## config.mk

```make
export PLATFORM = sky130hd
export DESIGN_NAME = tcb_dec
export DESIGN_NICKNAME = d
export VERILOG_FILES = /design/src/hw/tcb_pkg.sv /design/src/hw/tcb_map_pkg.sv /design/src/hw/tcb_dec.sv
export SDC_FILE = /design/constraint.sdc
export NUM_CORES = 1
export LEC_CHECK = 0
export BUFFER_PORTS_ARGS = -buffer_cell sky130_fd_sc_hd__buf_2
export CORE_MARGIN = 2
export CORE_UTILIZATION = 29
export DETAILED_ROUTE_END_ITERATION = 16
export GPL_TIMING_DRIVEN = 0
export HOLD_SLACK_MARGIN = 0.15
export MAX_ROUTING_LAYER = met4
export PLACE_DENSITY = 0.86
export SLEW_MARGIN = 30
export SYNTH_ARGS = -nofsm -noshare
export SYNTH_HDL_FRONTEND = slang
export SYNTH_SLANG_ARGS = --single-unit
```

## constraint.sdc

```tcl
create_clock -name tcb -period 1.99 [get_ports tcb]
set_input_delay 0.2985 -clock tcb [delete_from_list [all_inputs] [get_ports tcb]]
set_output_delay 0.2985 -clock tcb [all_outputs]
set_load 0.03 [all_outputs]
```

## src/hw/tcb_pkg.sv

```systemverilog
//////////////////////////////
// bus width types for the TCB port
// address, data and byte enable vectors
// response delay default and legal range
//////////////////////////////

package tcb_pkg;

  //////////////////////////////
  // widths
  //////////////////////////////

  // byte address, 4 KiB space
  localparam int unsigned ADR_W = 12;
  // data word
  localparam int unsigned DAT_W = 32;
  // one enable per byte lane
  localparam int unsigned BEN_W = DAT_W / 8;

  //////////////////////////////
  // types
  //////////////////////////////

  typedef logic [ADR_W-1:0] adr_t;
  typedef logic [DAT_W-1:0] dat_t;
  typedef logic [BEN_W-1:0] ben_t;

  //////////////////////////////
  // response delay
  //////////////////////////////

  // cycles from transfer edge to response
  localparam int unsigned DLY_DEF = 1;
  // supported range
  localparam int unsigned DLY_MIN = 1;
  localparam int unsigned DLY_MAX = 3;

endpackage

```

## src/hw/tcb_map_pkg.sv

```systemverilog
//////////////////////////////
// memory map of the subsystem
// window bases and sizes, register offsets
// ID constant, stall FSM states
//////////////////////////////

package tcb_map_pkg;

  // memory window 0x000..0x3ff
  localparam tcb_pkg::adr_t MEM_BASE = 12'h000;
  localparam tcb_pkg::adr_t MEM_SPAN = 12'h400;

  // register window 0x400..0x40f
  localparam tcb_pkg::adr_t CFG_BASE = 12'h400;
  localparam tcb_pkg::adr_t CFG_SPAN = 12'h010;

  //////////////////////////////
  // register offsets
  //////////////////////////////

  localparam logic [3:0] REG_ID      = 4'h0;
  localparam logic [3:0] REG_STALL   = 4'h4;
  localparam logic [3:0] REG_SCRATCH = 4'h8;
  localparam logic [3:0] REG_COUNT   = 4'hc;

  // read-only identification word
  localparam tcb_pkg::dat_t CFG_ID = 32'h7cb0_0001;

  // stall period field width
  localparam int unsigned STALL_W = 4;

  // memory back-pressure FSM
  typedef enum logic [0:0] {
    ST_RUN,
    ST_STALL
  } stall_state_t;

endpackage

```

## src/hw/tcb_dec.sv

```systemverilog
//////////////////////////////
// TCB address decoder
// window select, unmapped error flag
// delayed select and response mux
//////////////////////////////

`timescale 1ns/10ps

module tcb_dec #(
  parameter int unsigned DLY = tcb_pkg::DLY_DEF
) (
  input  logic          tcb,
  input  logic          arst_n_i,
  // request from manager
  input  logic          vld_i,
  input  tcb_pkg::adr_t adr_i,
  // subordinate side
  input  logic          mem_rdy_i,
  input  tcb_pkg::dat_t mem_rdt_i,
  input  tcb_pkg::dat_t cfg_rdt_i,
  output logic          mem_vld_o,
  output logic          cfg_vld_o,
  // response to manager
  output logic          rdy_o,
  output tcb_pkg::dat_t rdt_o,
  output logic          err_o
);

  //////////////////////////////
  // address decode
  //////////////////////////////

  // offsets into each window, wrap makes one compare enough
  tcb_pkg::adr_t mem_ofs;
  tcb_pkg::adr_t cfg_ofs;
  logic          mem_hit;
  logic          cfg_hit;
  logic          unm;
  logic          trn;

  // select and error flag, one bit per delay stage
  logic [DLY-1:0] sel_mem_pipe;
  logic [DLY-1:0] unm_pipe;

  assign mem_ofs = adr_i - tcb_map_pkg::MEM_BASE;
  assign cfg_ofs = adr_i - tcb_map_pkg::CFG_BASE;
  assign mem_hit = (mem_ofs < tcb_map_pkg::MEM_SPAN);
  assign cfg_hit = (cfg_ofs < tcb_map_pkg::CFG_SPAN);
  assign unm     = !mem_hit && !cfg_hit;

  // gate vld to the selected subordinate only
  assign mem_vld_o = vld_i && mem_hit;
  assign cfg_vld_o = vld_i && cfg_hit;

  // registers and unmapped space are always ready
  assign rdy_o = mem_hit ? mem_rdy_i : 1'b1;
  assign trn   = vld_i && rdy_o;

  //////////////////////////////
  // response alignment
  //////////////////////////////

  always_ff @(posedge tcb or negedge arst_n_i) begin
    if (!arst_n_i) begin
      sel_mem_pipe <= '0;
      unm_pipe     <= '0;
    end else begin
      // select only moves on a transfer, so rdt holds between slots
      if (trn) begin
        sel_mem_pipe[0] <= mem_hit;
      end
      // error flag is a single-slot pulse
      unm_pipe[0] <= trn && unm;
      for (int i = 1; i < DLY; i++) begin
        sel_mem_pipe[i] <= sel_mem_pipe[i-1];
        unm_pipe[i]     <= unm_pipe[i-1];
      end
    end
  end

  // response mux, DLY cycles after the transfer
  assign rdt_o = sel_mem_pipe[DLY-1] ? mem_rdt_i : cfg_rdt_i;
  assign err_o = unm_pipe[DLY-1];

  //////////////////////////////
  // checks
  //////////////////////////////

  // windows must not overlap
  a_one_hot_vld: assert property (
    @(posedge tcb) disable iff (!arst_n_i)
    !(mem_vld_o && cfg_vld_o)
  );

endmodule

```

# == Yosys cells after proc, flatten, opt, wreduce, memory -nomap -nowiden ==
# Cells that the tools add are included.
# totals
ff_bits,2
inputBits,80
wordCells,14
# op_classes
addsub,1
n_lt_le_gt_ge,2
n_mux,2
reduce_logical,7
# ops
cell,count
32-bit 2-to-1 mux,1
"12-bit by 11-bit less-than comparator with 1-bit output, second input constant",1
"12-bit by 5-bit less-than comparator with 1-bit output, second input constant",1
"12-bit by 11-bit subtractor with 12-bit output, second input constant",1
1-bit logical AND,5
1-bit logical NOT,2
1-bit 2-to-1 mux,1

# == Logic depth before layout (Yosys ltp) ==
# depth
word_depth,5
mapped_depth,3
ltp_nobuf,2

# == Worst setup path before layout ==
# Ideal clock, no wire load.
# synth_path
path_type,input -> output
from,input port adr_i[8]
to,output port cfg_vld_o
arrival_time_ps,1236
required_time_ps,1691
slack_ps,455
stages,2
n_path_buf,0
path_cell_list,nor4_1 -> nor4b_2
# synth_via
elab_chain_len,3
# synth_lines
element,line,rtl
from (decl),tcb_dec.sv:16,"input tcb_pkg::adr_t adr_i,"
12-bit by 11-bit subtractor with 12-bit output,tcb_dec.sv:46,assign cfg_ofs = adr_i - tcb_map_pkg::CFG_BASE;
12-bit by 5-bit less-than comparator with 1-bit output,tcb_dec.sv:48,assign cfg_hit = (cfg_ofs < tcb_map_pkg::CFG_SPAN);
1-bit logical AND,tcb_dec.sv:53,assign cfg_vld_o = vld_i && cfg_hit;
to (decl),tcb_dec.sv:22,"output logic cfg_vld_o,"
# Every way passes these cells.

# == Final worst setup path ==
# layout_path
from,register sel_mem_pipe
to,output port rdt_o[25]
# layout_via
elab_chain_len,1
# layout_lines
element,line,rtl
from (decl),tcb_dec.sv:42,logic [DLY-1:0] sel_mem_pipe;
"from (signal, indexed assignment)",tcb_dec.sv:75,sel_mem_pipe[i] <= sel_mem_pipe[i-1];
32-bit 2-to-1 mux,tcb_dec.sv:82,assign rdt_o = sel_mem_pipe[DLY-1] ? mem_rdt_i : cfg_rdt_i;
to (decl),tcb_dec.sv:25,"output tcb_pkg::dat_t rdt_o,"
# Every way passes these cells.

==> results.py <==
metrics = {
    "outcome": {
        "status": "finished clean",
    },
    "yosys": {
        "netlist.top_cell.by_area": "mux2_4",
        "syn_area_per_cell_um2": 13.9,
        "synth_warnings": 0,
        "syn_area_um2": 667,
        "yosys-top-cells-count": "mux2_4, buf_12, dfrtp_1, mux2_2",
        "yosysMostFrequentCell": "mux2_4",
        "synth_edf_count": 0,
        "yosysSeqAreaShare": 0.0750,
        "async_reset_ff_frac": 1.00,
        "synth.distinct_cells": 15,
        "syn_nets": 128,
        "synth_top_flop_cell": "dfrtp_1",
        "netlist_top_cells_area": "mux2_4, buf_12, dfrtp_1",
        "syn_inst": 48,
        "synth_top_area_frac": 0.675,
        "synth-seq-cells": 2,
    },
    "cells_and_area": {
        "fin_util": 0.589,
        "layout-drive-gt1-share": 0.933,
        "n_antenna_cell": 0,
        "multi_input_area_um2": 546,
        "areaGrowthSynthToFinish_pct": 93.4,
        "fin_cells": 191,
        "register_area_um2": 50.0,
        "nets": 245,
        "design_area_um2": 1290,
        "fillCellCount": 181,
    },
    "routing": {
        "firstDrtPassIters": 4,
        "vias_per_cell": 4.50,
        "dr_total_vias": 859,
        "ant_nets": 0,
        "drcViolationCount": 0,
        "wirelength_um": 2420,
        "drt_iter0_drc": 1,
        "post_drt_wl_per_cell_um": 12.6,
    },
    "clock_network": {
        "ctsHoldBuffers": 1,
        "clk_path_buf_depth": 2,
        "clock_latency_ns": 0.23,
        "htree_num_levels": 1,
        "clk_pin_slew_ns": 0.03,
        "cts_root_buf": "clkbuf_4",
        "post-cts-setup-buffers": 0,
        "cts_inserted_buffers": 3,
        "cts_tree": "yes",
        "cts_resized": 0,
        "cts_sinks": 2,
    },
    "power_and_ir_drop": {
        "finalPower_uw": 616,
        "clkPwrFrac": 0.149,
        "sw_frac_of_total": 0.443,
        "power.leakage_nw": 0.768,
        "combPwrFrac": 0.777,
        "seqPwrFrac": 0.074,
        "netSwitchingPower_uw": 273,
        "intPower_uw": 343,
        "vdd_ir_drop_max_mv": 0.270,
        "p_per_area_nw_per_um2": 478,
    },
    "worst_setup_path": {
        "crit_chain": "buf_6, buf_12, mux2_4, buf_2",
        "slowest_delay_ns": 0.36,
        "crit_type": "flop to output pin",
        "crit_fanout": 10,
        "path_buf_inv": 3,
        "start_kind": "flop",
        "cp_data_arrival_time_ns": 1.35,
        "endpoint_kind": "output pin",
        "cp.required_ns": 1.69,
        "crit_family": "buffers and inverters",
        "cp_slowest_cell": "dfrtp_1",
    },
    "sta": {
        "finalHoldViolCount": 0,
        "setup_viol": 0,
        "slew_headroom": 0.749,
        "fin_ws_ns": 0.341,
        "worst_pin_slew_ns": 0.372,
        "finalMaxSlewViolations": 0,
        "fin_setup_tns_ns": 0,
        "fin_skew_ns": 0,
        "fmax_mhz": 606,
        "whs_ns": 0.376,
        "period_share": 0.829,
        "period_minus_slack_ns": 1.65,
        "rsz0062_at_grt": "false",
    },
    "floorplan": {
        "dieArea_um2": 2700,
        "coreArea_um2": 2190,
        "die_x_um": 52.0,
        "fp.dieH_um": 52.0,
        "row_count": 17,
        "ios": 116,
        "start_util": 0.304,
    },
    "placed_design": {
        "placed_cells": 187,
        "io_buffers": 111,
        "dpl.hpwl_um": 2110,
        "place_ws_ns": 0.493,
        "gp_congestion": 0.669,
        "dpl_cell_area_um2": 1260,
    },
    "worst_hold_path": {
        "hp-class": "primary input to flop",
    },
    "global_route": {
        "overflow": 0,
        "antenna_found_initial": 0,
        "grt_pass1_wl_um": 3420,
        "grt_max_degree": 11,
        "grt_pass1_vias": 828,
        "grt_util_all_layers": 0.171,
    },
    "run": {
        "drv_cap": 0,
    },
}
[power by group through the flow]
stage               combinational [mW]  sequential, mW  clock (mW)
floorplan                        0.332          0.0486           0
global placement                 0.470          0.0457           0
detailed placement               0.480          0.0459           0
CTS                              0.482          0.0455      0.0943
global route                     0.505          0.0456       0.100
finish                           0.479          0.0454      0.0917
[flip-flops by register name, indices dropped and copies added (netlist names)]
name	count
err_o	1
sel_mem_pipe	1
[final timing paths]
kind	from	endpoint	slack [ns]	depth (start not counted)
worst max-delay path	sel_mem_pipe	rdt_o[25]	0.34	4
worst min-delay path	adr_i[7]	err_o	0.38	3
worst max register to register	sel_mem_pipe	sel_mem_pipe	1.05	3
worst min register to register	sel_mem_pipe	sel_mem_pipe	0.71	3
max in group asynchronous	arst_n_i	err_o	1.51	2
min in group asynchronous	arst_n_i	sel_mem_pipe	0.39	2
[tightest hold or removal path: stages]
cell,delay [ns]
buf_2,0.08
nor4_1,0.05
a21oi_1,0.13
[layout make-up]
cell class,count,share of cell area
flip-flops and latches,2,0.0388
well taps,28,0.0272
plain buffers,4,0.0553
repair buffers,112,0.438
clock buffers,3,0.0175
multi-input cells,42,0.423
[layer usage]
layer	track usage	share of wire	vias to the layer above
met1	0.147	0.30	387
met5	-	0	-
met3	0.0287	0.10	4
met2	0.357	0.59	55
met4	0.0658	0.012	0
li1	-	-	413
[cell usage in the layout, fill, tap and decap left out]
| master | synthesis | layout |
|---|---|---|
| buf_2 | 0 | 111 |
| mux2_4 | 30 | 30 |
| buf_12 | 3 | 3 |
| clkbuf_4 | 0 | 3 |
| mux2_2 | 2 | 2 |
| dfrtp_1 | 2 | 2 |
| buf_6 | 1 | 1 |
| or3_1 | 1 | 1 |
| nor4_1 | 1 | 1 |
| nor3_1 | 1 | 1 |
| o21ai_0 | 1 | 1 |
| a21oi_1 | 1 | 1 |
| nor3b_1 | 1 | 1 |
| nand3b_1 | 1 | 1 |
| nor4b_2 | 1 | 1 |
| a21o_2 | 1 | 1 |
| and2_1 | 1 | 1 |
| dlygate4sd3_1 | 0 | 1 |
[cells by family (layout without fill, tap and decap cells)]
group | Yosys count | after routing | synth area share
muxes | 32 | 32 | 0.709
AOI/OAI and AO/OA | 3 | 3 | 0.0281
and+or+nand+nor | 7 | 7 | 0.0807
DFF | 2 | 2 | 0.0750
buffers and inverters | 4 | 119 | 0.107
(Power assumes the default switching activity.)
