<file path="src/hw/tcb_pkg.sv">
//////////////////////////////
// bus width types for the TCB port
// address, data and byte enable vectors
// response delay default and legal range
//////////////////////////////

package tcb_pkg;

  //////////////////////////////
  // widths
  //////////////////////////////

  // byte address, 4 KiB space
  localparam int unsigned ADR_W = 12;
  // data word
  localparam int unsigned DAT_W = 32;
  // one enable per byte lane
  localparam int unsigned BEN_W = DAT_W / 8;

  //////////////////////////////
  // types
  //////////////////////////////

  typedef logic [ADR_W-1:0] adr_t;
  typedef logic [DAT_W-1:0] dat_t;
  typedef logic [BEN_W-1:0] ben_t;

  //////////////////////////////
  // response delay
  //////////////////////////////

  // cycles from transfer edge to response
  localparam int unsigned DLY_DEF = 1;
  // supported range
  localparam int unsigned DLY_MIN = 1;
  localparam int unsigned DLY_MAX = 3;

endpackage

</file>
<file path="src/hw/tcb_map_pkg.sv">
//////////////////////////////
// memory map of the subsystem
// window bases and sizes, register offsets
// ID constant, stall FSM states
//////////////////////////////

package tcb_map_pkg;

  // memory window 0x000..0x3ff
  localparam tcb_pkg::adr_t MEM_BASE = 12'h000;
  localparam tcb_pkg::adr_t MEM_SPAN = 12'h400;

  // register window 0x400..0x40f
  localparam tcb_pkg::adr_t CFG_BASE = 12'h400;
  localparam tcb_pkg::adr_t CFG_SPAN = 12'h010;

  //////////////////////////////
  // register offsets
  //////////////////////////////

  localparam logic [3:0] REG_ID      = 4'h0;
  localparam logic [3:0] REG_STALL   = 4'h4;
  localparam logic [3:0] REG_SCRATCH = 4'h8;
  localparam logic [3:0] REG_COUNT   = 4'hc;

  // read-only identification word
  localparam tcb_pkg::dat_t CFG_ID = 32'h7cb0_0001;

  // stall period field width
  localparam int unsigned STALL_W = 4;

  // memory back-pressure FSM
  typedef enum logic [0:0] {
    ST_RUN,
    ST_STALL
  } stall_state_t;

endpackage

</file>
<file path="src/hw/tcb_cfg_regs.sv">
//////////////////////////////
// TCB configuration registers
// ID, stall period, scratch
// memory transfer counter
//////////////////////////////

`timescale 1ns/10ps

module tcb_cfg_regs #(
  parameter int unsigned DLY = tcb_pkg::DLY_DEF
) (
  input  logic                            tcb,
  input  logic                            arst_n_i,
  // request, never stalled
  input  logic                            vld_i,
  input  logic                            wen_i,
  input  tcb_pkg::adr_t                   adr_i,
  input  tcb_pkg::ben_t                   ben_i,
  input  tcb_pkg::dat_t                   wdt_i,
  // transfer pulse from the memory
  input  logic                            mem_trn_i,
  // response and memory control
  output tcb_pkg::dat_t                   rdt_o,
  output logic [tcb_map_pkg::STALL_W-1:0] stall_prd_o
);

  //////////////////////////////
  // local signals
  //////////////////////////////

  // word-aligned register offset
  logic [3:0] ofs;
  logic       wr;

  logic [tcb_map_pkg::STALL_W-1:0] stall_q;
  tcb_pkg::dat_t                   scratch_q;
  tcb_pkg::dat_t                   count_q;
  tcb_pkg::dat_t                   rd_mux;
  tcb_pkg::dat_t                   rdt_pipe [0:DLY-1];

  assign ofs = {adr_i[3:2], 2'b00};
  assign wr  = vld_i && wen_i;

  //////////////////////////////
  // registers
  //////////////////////////////

  always_ff @(posedge tcb or negedge arst_n_i) begin
    if (!arst_n_i) begin
      stall_q   <= '0;
      scratch_q <= '0;
      count_q   <= '0;
    end else begin
      // stall period lives in byte 0
      if (wr && (ofs == tcb_map_pkg::REG_STALL) && ben_i[0]) begin
        stall_q <= wdt_i[tcb_map_pkg::STALL_W-1:0];
      end
      if (wr && (ofs == tcb_map_pkg::REG_SCRATCH)) begin
        for (int b = 0; b < tcb_pkg::BEN_W; b++) begin
          if (ben_i[b]) begin
            scratch_q[8*b +: 8] <= wdt_i[8*b +: 8];
          end
        end
      end
      // free running, wraps at 32 bits
      if (mem_trn_i) begin
        count_q <= count_q + 1'b1;
      end
    end
  end

  assign stall_prd_o = stall_q;

  // read select
  always_comb begin
    case (ofs)
      tcb_map_pkg::REG_ID:      rd_mux = tcb_map_pkg::CFG_ID;
      tcb_map_pkg::REG_STALL:   rd_mux = tcb_pkg::dat_t'(stall_q);
      tcb_map_pkg::REG_SCRATCH: rd_mux = scratch_q;
      tcb_map_pkg::REG_COUNT:   rd_mux = count_q;
      default:                  rd_mux = '0;
    endcase
  end

  // response pipeline, holds between slots
  always_ff @(posedge tcb) begin
    if (vld_i) begin
      rdt_pipe[0] <= rd_mux;
    end
    for (int i = 1; i < DLY; i++) begin
      rdt_pipe[i] <= rdt_pipe[i-1];
    end
  end

  assign rdt_o = rdt_pipe[DLY-1];

  // period steers the memory FSM, must never go X
  a_stall_known: assert property (
    @(posedge tcb) disable iff (!arst_n_i)
    !$isunknown(stall_prd_o)
  );

endmodule

</file>
<file path="config.mk">
export PLATFORM = sky130hd
export DESIGN_NAME = tcb_cfg_regs
export DESIGN_NICKNAME = d
export VERILOG_FILES = /design/src/hw/tcb_pkg.sv /design/src/hw/tcb_map_pkg.sv /design/src/hw/tcb_cfg_regs.sv
export SDC_FILE = /design/constraint.sdc
export NUM_CORES = 1
export LEC_CHECK = 0
export CORE_MARGIN = 3
export CORE_UTILIZATION = 60
export CTS_CLUSTER_SIZE = 28
export DETAILED_ROUTE_END_ITERATION = 6
export DONT_BUFFER_PORTS = 1
export GPL_ROUTABILITY_DRIVEN = 1
export HOLD_SLACK_MARGIN = 0.15
export PLACE_DENSITY = 0.87
export SYNTH_ARGS = -nofsm -noshare
export SYNTH_HDL_FRONTEND = slang
export SYNTH_SLANG_ARGS = --single-unit
</file>
<file path="constraint.sdc">
create_clock -name tcb -period 2.1 [get_ports tcb]
set_input_delay 0.42 -clock tcb [delete_from_list [all_inputs] [get_ports tcb]]
set_output_delay 0.42 -clock tcb [all_outputs]
set_load 0.01 [all_outputs]
</file>
* Yosys cells after proc, flatten, opt, wreduce, memory -nomap -nowiden *
Memories as Yosys holds them, arrays and structs flattened.
Cells that the tools add are included.

word-level totals
  memories = 1
  register bits = 68
  logic and storage cells = 23
  bits in writable memories = 32
  input port bits = 53
  output and inout bits = 36

cells by class
  add/sub/neg operators = 1
  mux-type cells = 3
  eq/ne operators = 3
  reduce and logical (&&, ||, !) cells = 9

memory list
  name      depth  width  rd ports  clocked after memory_dff  wr ports  RTL line            RTL
  rdt_pipe  1      32     1         0                         1         tcb_cfg_regs.sv:39  tcb_pkg::dat_t rdt_pipe [0:DLY-1];

operators with widths
  cell                                            count
  case mux 32 bit (4 select lines)                1
  adder 32 x 1 -> 32 bit (second input constant)  1
  AND reduction 2 bit                             4
  == test 2 bit (second input constant)           2
  logical AND 1 bit                               4
  logical NOT 4 bit                               1
  == test 2 x 1 -> 1 bit (second input constant)  1
  two-way mux 1 bit                               2

* Logic depth before layout (Yosys ltp) *
Gate-level depths: netlist of the first run.

  word-level depth = 3
  depth in mapped cells = 6
  gate-level depth less buffers = 5

* Least setup slack after synthesis of the first run *
OpenSTA, ideal clock, no wires.

  path type = input to register
  start = in adr_i[2]
  end = reg scratch_q[12]
  setup time = 0.128 ns
  arrival time = 1.452 ns
  cell stages on the path = 6
  setup slack = 0.520 ns
  data required time = 1.972 ns
  buffers on the path = 2
  cells stage by stage = buf_2 > nand2b_1 > buf_2 > nor2_4 > nand2_2 > mux2_1

on the way
  cells in the longest elaborated chain, start to end = 3

RTL lines
  what                             RTL line            RTL
  from (decl)                      tcb_cfg_regs.sv:17  input tcb_pkg::adr_t adr_i,
  == test 2 bit                    tcb_cfg_regs.sv:58  if (wr && (ofs == tcb_map_pkg::REG_SCRATCH)) begin
  logical AND 1 bit                tcb_cfg_regs.sv:58
  AND reduction 2 bit (no line)    --
  to (signal, indexed assignment)  tcb_cfg_regs.sv:61  scratch_q[8*b +: 8] <= wdt_i[8*b +: 8];
  to (decl)                        tcb_cfg_regs.sv:36  tcb_pkg::dat_t scratch_q;

No other way between the ends.
A chain may end at the register's enable or synchronous reset.

* Worst setup path after layout of the first run *
  start = reg count_q[0]
  end = reg count_q[24]

on the way
  cells in the longest elaborated chain, start to end = 1

RTL lines
  what                    RTL line            RTL
  from (decl)             tcb_cfg_regs.sv:37  tcb_pkg::dat_t count_q;
  from (signal assigned)  tcb_cfg_regs.sv:67  count_q <= count_q + 1'b1;
  adder 32 x 1 -> 32 bit  tcb_cfg_regs.sv:67

No other way between the ends.

==> flow_summary.toml, run 1 <==
[outcome]
status = "complete, no violations"

[power]
pwr-share-seq = 0.630
p_sw_frac = 0.255
comb_power_share = 0.110
power_leakage_nw = 2.00
power.net_switching_w = 0.00103
p_int_w = 0.00301
ir_drop_mv = 0.533
p_per_area_nw_per_um2 = 864
clockPowerShare = 0.260

[final_layout]
drive_above_1_share = 0.207
fill_cells = 523
num_antenna_cells = 0
finish.net_count = 378
synthToLayoutAreaGrowth_pct = 7.36
fin_area_sq_um = 4670

[floorplan]
initial_utilization = 0.630
die_h_um = 91.2
die_w_um = 91.2
die-area_sq_um = 8310
io_pins = 89
coreArea_sq_um = 6910
rows = 30

[worst_hold_path]
min_from = "vld_i"
hp-class = "in2reg"
whs_path_depth = 0
hold_end = "rdt_pipe[0][4]"

[clock_network]
cts_tree = "done"
path_clk_slew_ns = 0.08
clock_path_buffers = 2
cts-root-buf = "clkbuf_8"
insertion_delay_ns = 0.36
numCtsBuffers = 9
cts.repair.resized = 0
cts_sinks = 100
htreeDepth = 3

[placement]
dpl.hpwl_um = 5170
placedInstanceArea_sq_um = 4430
place_congestion = 0.739
portBuffers = 0

[worst_setup_path]
r2r_end = "count_q[24]"
rr_worst_depth = 5
worst_path_max_delay_cell = "dfrtp_1"
crit_required_ns = 2.38
path_cells = "ha_1, and4_1, nand4_4, nor3_2, xor2_1"
crit_arrival_ns = 1.99
crit_path_end_kind = "register"
r2r_start = "count_q[0]"
startpoint_type = "register"
cp_max_fo = 10
max_stage_delay_ns = 0.41
path_class = "reg2reg"
r2r_setup_slack_ns = 0.39

[yosys]
syn-instance-count = 316
syn_nets = 370
synth_top_cell_by_area = "dfrtp_1"
postSynthAreaPerCell_sq_um = 13.8
yosysWarnings = 0
synth_seq_cells = 100
ys_seq_area_frac = 0.612
yosys-top-cells-area = "dfrtp_1, edfxtp_1, mux2_2, mux2i_1, xnor2_1"
synth_area_sq_um = 4350
synthDistinctLibCells = 32
synth_top_area_frac = 0.391

[timing]
max-slew-margin-rel = 0.716
setup_viol = 0
max_freq_mhz = 585
skew_ns = 0.00869
min_period_ns = 1.71
slew_viol_final = 0
hold_viol_final = 0
post-route-period-util = 0.814
tns_ns = 0
rsz0062_at_grt = "no"
tightest_slew_ns = 0.425

[global_routing]
grt_pass1_vias = 2648
grt-ovfl-total = 0
grt_max_degree = 69
track_usage = 0.207
antenna_found_initial = 0
grt_pass1_wl_um = 13200

[drt]
vias = 2443
drc = 0
drtIter0Drc = 134
ant_nets = 0
via_per_inst = 5.75
wire_per_inst_um = 18.9
drtPass1Iterations = 4
drt-total-wl_um = 8030

[job]
cap_violations = 0
registers in the layout (all words and copies together), names as in the netlist:
register	count
count_q	32
rdt_pipe	32
scratch_q	32
stall_prd_o	4
synthesized netlist by cell type:
cell type   n
mux2_2     38
nor2_1     11
nor2b_1    21
clkbuf_1    4
xor2_1     14
buf_2       6
mux2_1      2
nand2_1    19
ha_1        1
dfrtp_1    68
nand4_1     6
nand4_4     2
a22oi_1     1
a22o_1      3
nand2_2     4
and4_1      7
a21oi_1     8
and4_4      1
xnor2_1    17
edfxtp_1   32
nand4_2     1
nor3_1      4
and3_1      1
nor2_4      1
nor3_2      5
and2_1      3
nor4_2      1
nand3_1     6
mux2i_1    21
nand2b_1    3
nand3b_1    1
inv_1       4
what timing repair did:
| item | CTS | global route |
|---|---|---|
| setup buffers | 0 | 0 |
| hold endpoints to repair | 76 | 0 |
| hold buffers | 6 | 0 |
| endpoints found under the setup margin | 0 | 0 |
power groups by stage:
| stage | clock network [W] | logic [W] | registers [W] |
|---|---|---|---|
| global placement | 0 | 0.000378 | 0.00257 |
| floorplan | 0 | 0.000372 | 0.00252 |
| detailed placement | 0 | 0.000405 | 0.00258 |
| global route | 0.00116 | 0.000512 | 0.00258 |
| CTS | 0.00108 | 0.000453 | 0.00254 |
| finish | 0.00105 | 0.000445 | 0.00254 |
worst max path at each step:
stage                     from            end  slack (ns)  depth (start not counted)
floorplan             adr_i[2]  scratch_q[12]        0.52                          6
global placement    count_q[0]    count_q[22]        0.43                          5
detailed placement  count_q[0]    count_q[24]        0.39                          5
CTS                 count_q[0]    count_q[24]        0.39                          5
global route        count_q[0]    count_q[30]        0.26                          5
finish              count_q[0]    count_q[24]        0.39                          5
per-stage QoR:
step | worst slack, ns | std cells | utilization | hold slack [ns] | power [W]
after global routing | 0.258 | 425 | 0.676 | 0.155 | 0.00424
final | 0.391 | 425 | 0.676 | 0.174 | 0.00404
after global placement | 0.434 | 403 | 0.642 | 0.126 | 0.00295
after detailed placement | 0.393 | 403 | 0.642 | 0.126 | 0.00299
after CTS | 0.392 | 425 | 0.676 | 0.150 | 0.00408
after floorplan | 0.520 | 316 | - | 0.124 | 0.00289
placed cells by master (no fill, tap or decap), types with 2 or more instances in the layout:
cell           count
nor3_1             4
nand4_4            2
clkbuf_1           2
mux2_2            38
a22o_1             3
dlygate4sd3_1      5
nor2b_1           21
nand2_1           19
mux2_1             2
clkinv_2           2
inv_1              4
dfrtp_1           68
xor2_1            14
nor3_2             5
and2_1             3
nand2b_1           3
edfxtp_1          32
clkbuf_8           9
nor2_1            11
nand3_1            6
xnor2_1           17
and4_1             7
nand4_1            6
clkinvlp_4         2
nand2_2            4
mux2i_1           21
a21oi_1            8
routing by layer:
layer  track usage  routed length, um  part of all wire
met5             0                  0                 0
met4        0.0867                160             0.020
met3        0.0406                422             0.053
met2         0.334               3950              0.49
met1         0.277               3490              0.44
cell type report:
| class | count | area, sq um | area share |
|---|---|---|---|
| clock buffers | 11 | 131 | 0.0281 |
| clock inverters | 5 | 28.8 | 0.00616 |
| inverters | 4 | 15.0 | 0.00321 |
| multi-input cells | 202 | 1630 | 0.349 |
| flip-flops and latches | 100 | 2660 | 0.570 |
| well taps | 96 | 120 | 0.0257 |
| repair buffers | 7 | 85.1 | 0.0182 |
cells by family (layout without fill, tap and decap cells):
kind of cell,Yosys count,after routing,share of synthesized area
and+or+nand+nor,97,97,0.140
DFF,100,100,0.612
buffers and inverters,14,27,0.0138
xor gates and xnor gates,31,31,0.0624
AOI/OAI and AO/OA,12,12,0.0170
muxes,61,61,0.152
adders and majority gates,1,1,0.00288
critical path, delay by kind of cell, from the launching register on:
| family | cells | cell delay (ns) |
|---|---|---|
| xor gates and xnor gates | 1 | 0.17 |
| adders and majority gates | 1 | 0.18 |
| and+or+nand+nor | 3 | 0.87 |
| DFF | 1 | 0.41 |
No activity file was read; power rests on OpenSTA's default activity.
==> run 2: changes to the inputs <==
--- a/config.mk
+++ b/config.mk
@@ -6,13 +6,13 @@
 export NUM_CORES = 1
 export LEC_CHECK = 0
 export CORE_MARGIN = 3
-export CORE_UTILIZATION = 60
+export CORE_UTILIZATION = 57
 export CTS_CLUSTER_SIZE = 28
 export DETAILED_ROUTE_END_ITERATION = 6
 export DONT_BUFFER_PORTS = 1
 export GPL_ROUTABILITY_DRIVEN = 1
 export HOLD_SLACK_MARGIN = 0.15
-export PLACE_DENSITY = 0.87
+export PLACE_DENSITY = 0.86
 export SYNTH_ARGS = -nofsm -noshare
 export SYNTH_HDL_FRONTEND = slang
 export SYNTH_SLANG_ARGS = --single-unit
==> constraint.sdc (replaced) <==
create_clock -name tcb -period 1.55 [get_ports tcb]
set_input_delay 0.31 -clock tcb [delete_from_list [all_inputs] [get_ports tcb]]
set_output_delay 0.31 -clock tcb [all_outputs]
set_load 0.01 [all_outputs]
==> flow_summary.toml, run 2 (synthesis results as in run 1) <==
[outcome]
status = "finished, violations left"
violations = "negative hold slack"

[floorplan]
die-area_sq_um = 8720
die_w_um = 93.4
coreArea_sq_um = 7330
die_h_um = 93.4
rows = 31
io_pins = 89
initial_utilization = 0.593

[clock_network]
cts-root-buf = "clkbuf_8"
cts_sinks = 100
clock_path_buffers = 2
insertion_delay_ns = 0.35
path_clk_slew_ns = 0.09
htreeDepth = 3
cts_tree = "done"
numCtsBuffers = 9

[placement]
portBuffers = 0
place_congestion = 0.734
dp_cells = 422
placedInstanceArea_sq_um = 4560
dpl.hpwl_um = 5580
dp_slack_ns = -0.00267

[worst_setup_path]
path_class = "reg2reg"
worst_path_max_delay_cell = "dfrtp_1"
path_delay_family = "simple AND/OR/NAND/NOR gates"
crit_arrival_ns = 1.75
crit_path_end_kind = "register"
path_buf_inv = 1
startpoint_type = "register"
crit_required_ns = 1.82
path_cells = "buf_4, and4_4, nand4_4, nor4_4, xor2_1"
cp_max_fo = 6
max_stage_delay_ns = 0.36

[timing]
skew_ns = 0.00788
max_freq_mhz = 674
fin_ws_ns = 0.0656
rsz0062_at_grt = "yes"
slew_viol_final = 0
setup_viol = 0
max-slew-margin-rel = 0.839
hold_viol_final = 68
tns_ns = 0
post-route-period-util = 0.958
min_period_ns = 1.48
fin_hold_ws_ns = -0.354
tightest_slew_ns = 0.239

[global_routing]
grt_pass1_wl_um = 14200
grt_pass1_vias = 2848
grt_max_degree = 69
track_usage = 0.211
antenna_found_initial = 1
grt-ovfl-total = 0

[worst_hold_path]
hp-class = "in2async"

[power]
comb_power_share = 0.147
pwr-share-seq = 0.577
ir_drop_mv = 0.790
p_per_area_nw_per_um2 = 1130
p_sw_frac = 0.244
power_leakage_nw = 2.25
p_int_w = 0.00444
power.net_switching_w = 0.00144
clockPowerShare = 0.276

[drt]
drtIter0Drc = 90
drt-total-wl_um = 8930
drtPass1Iterations = 4
vias = 2684
wire_per_inst_um = 18.7
ant_nets = 0
drc = 0
via_per_inst = 5.62

[final_layout]
fin_area_sq_um = 5200
drive_above_1_share = 0.251
final_cell_count_no_fill = 478
mostFrequentLayoutCells = "dfrtp_1, mux2_2, dlygate4sd3_1, edfxtp_1"
multi_input_area_sq_um = 1680
finish.net_count = 428
synthToLayoutAreaGrowth_pct = 19.6
fill_cells = 497
regArea_sq_um = 2670
num_antenna_cells = 0
mostFrequentLayoutCell = "dfrtp_1"
reg.largest.list = "count_q x32, rdt_pipe x32, scratch_q x32"

[job]
cap_violations = 0
## run 2: changes by cell type in the layout (fill, tap and decap cells not counted), moves of 2 or more
cell | before | now
and4_1 | 7 | 2
and4_2 | 0 | 2
and4_4 | 1 | 4
buf_4 | 1 | 18
dfrtp_1 | 68 | 66
dfrtp_2 | 0 | 2
dlygate4sd3_1 | 5 | 37
nand4_4 | 2 | 4
## run 2: power groups by stage
stage,clock network (W),logic (W),registers [W]
after floorplan,0,0.000504,0.00341
after global placement,0,0.000700,0.00341
after detailed placement,0,0.000741,0.00344
after CTS,0.00166,0.000845,0.00338
after global routing,0.00176,0.000958,0.00344
final,0.00162,0.000863,0.00339
## run 2: path summary, 6_finish.rpt
kind | start | end | slack [ns] | depth (start not counted)
min in group tcb | adr_i[3] | rdt_pipe[0][2] | 0.17 | 1
max reg2reg | count_q[0] | count_q[31] | 0.07 | 5
min reg2reg | count_q[31] | count_q[31] | 0.49 | 1
max in group asynchronous | arst_n_i | count_q[31] | 1.80 | 0
max | count_q[0] | count_q[31] | 0.07 | 5
min | arst_n_i | scratch_q[22] | -0.35 | 0
## run 2: final cells by class
cell class / count / share of cell area
timing repair buffer: 56 / 0.101
multi-input combinational: 203 / 0.323
sequential: 100 / 0.512
inverter: 4 / 0.00289
tap: 99 / 0.0238
clock inverter: 5 / 0.00986
clock buffer: 11 / 0.0272
## run 2: through the flow
stage | hold WS (ns) | power (W) | util
after global routing | -0.385 | 0.00616 | 0.710
after global placement | 0.0160 | 0.00411 | 0.622
after CTS | -0.371 | 0.00589 | 0.698
final | -0.354 | 0.00587 | 0.710
after detailed placement | 0.0163 | 0.00418 | 0.622
after floorplan | 0.0144 | 0.00392 | -
## run 2: timing repair
| action | in CTS | in global routing |
|---|---|---|
| pin swaps | 0 | 4 |
| hold buffers | 35 | 3 |
| cloned | 0 | 1 |
| buffers inserted | 0 | 1 |
| gates resized for setup | 1 | 13 |
| hold endpoints to repair | 140 | 72 |
| setup endpoints to repair | 4 | 19 |
## run 2: layer usage
layer  routed length (um)  vias to the layer above  global-route usage
li1                     -                     1235                   -
met1                 3810                     1360               0.277
met2                 4520                       74               0.350
met3                  406                       13              0.0434
met4                  187                        2              0.0745
met5                   13                        -                   0
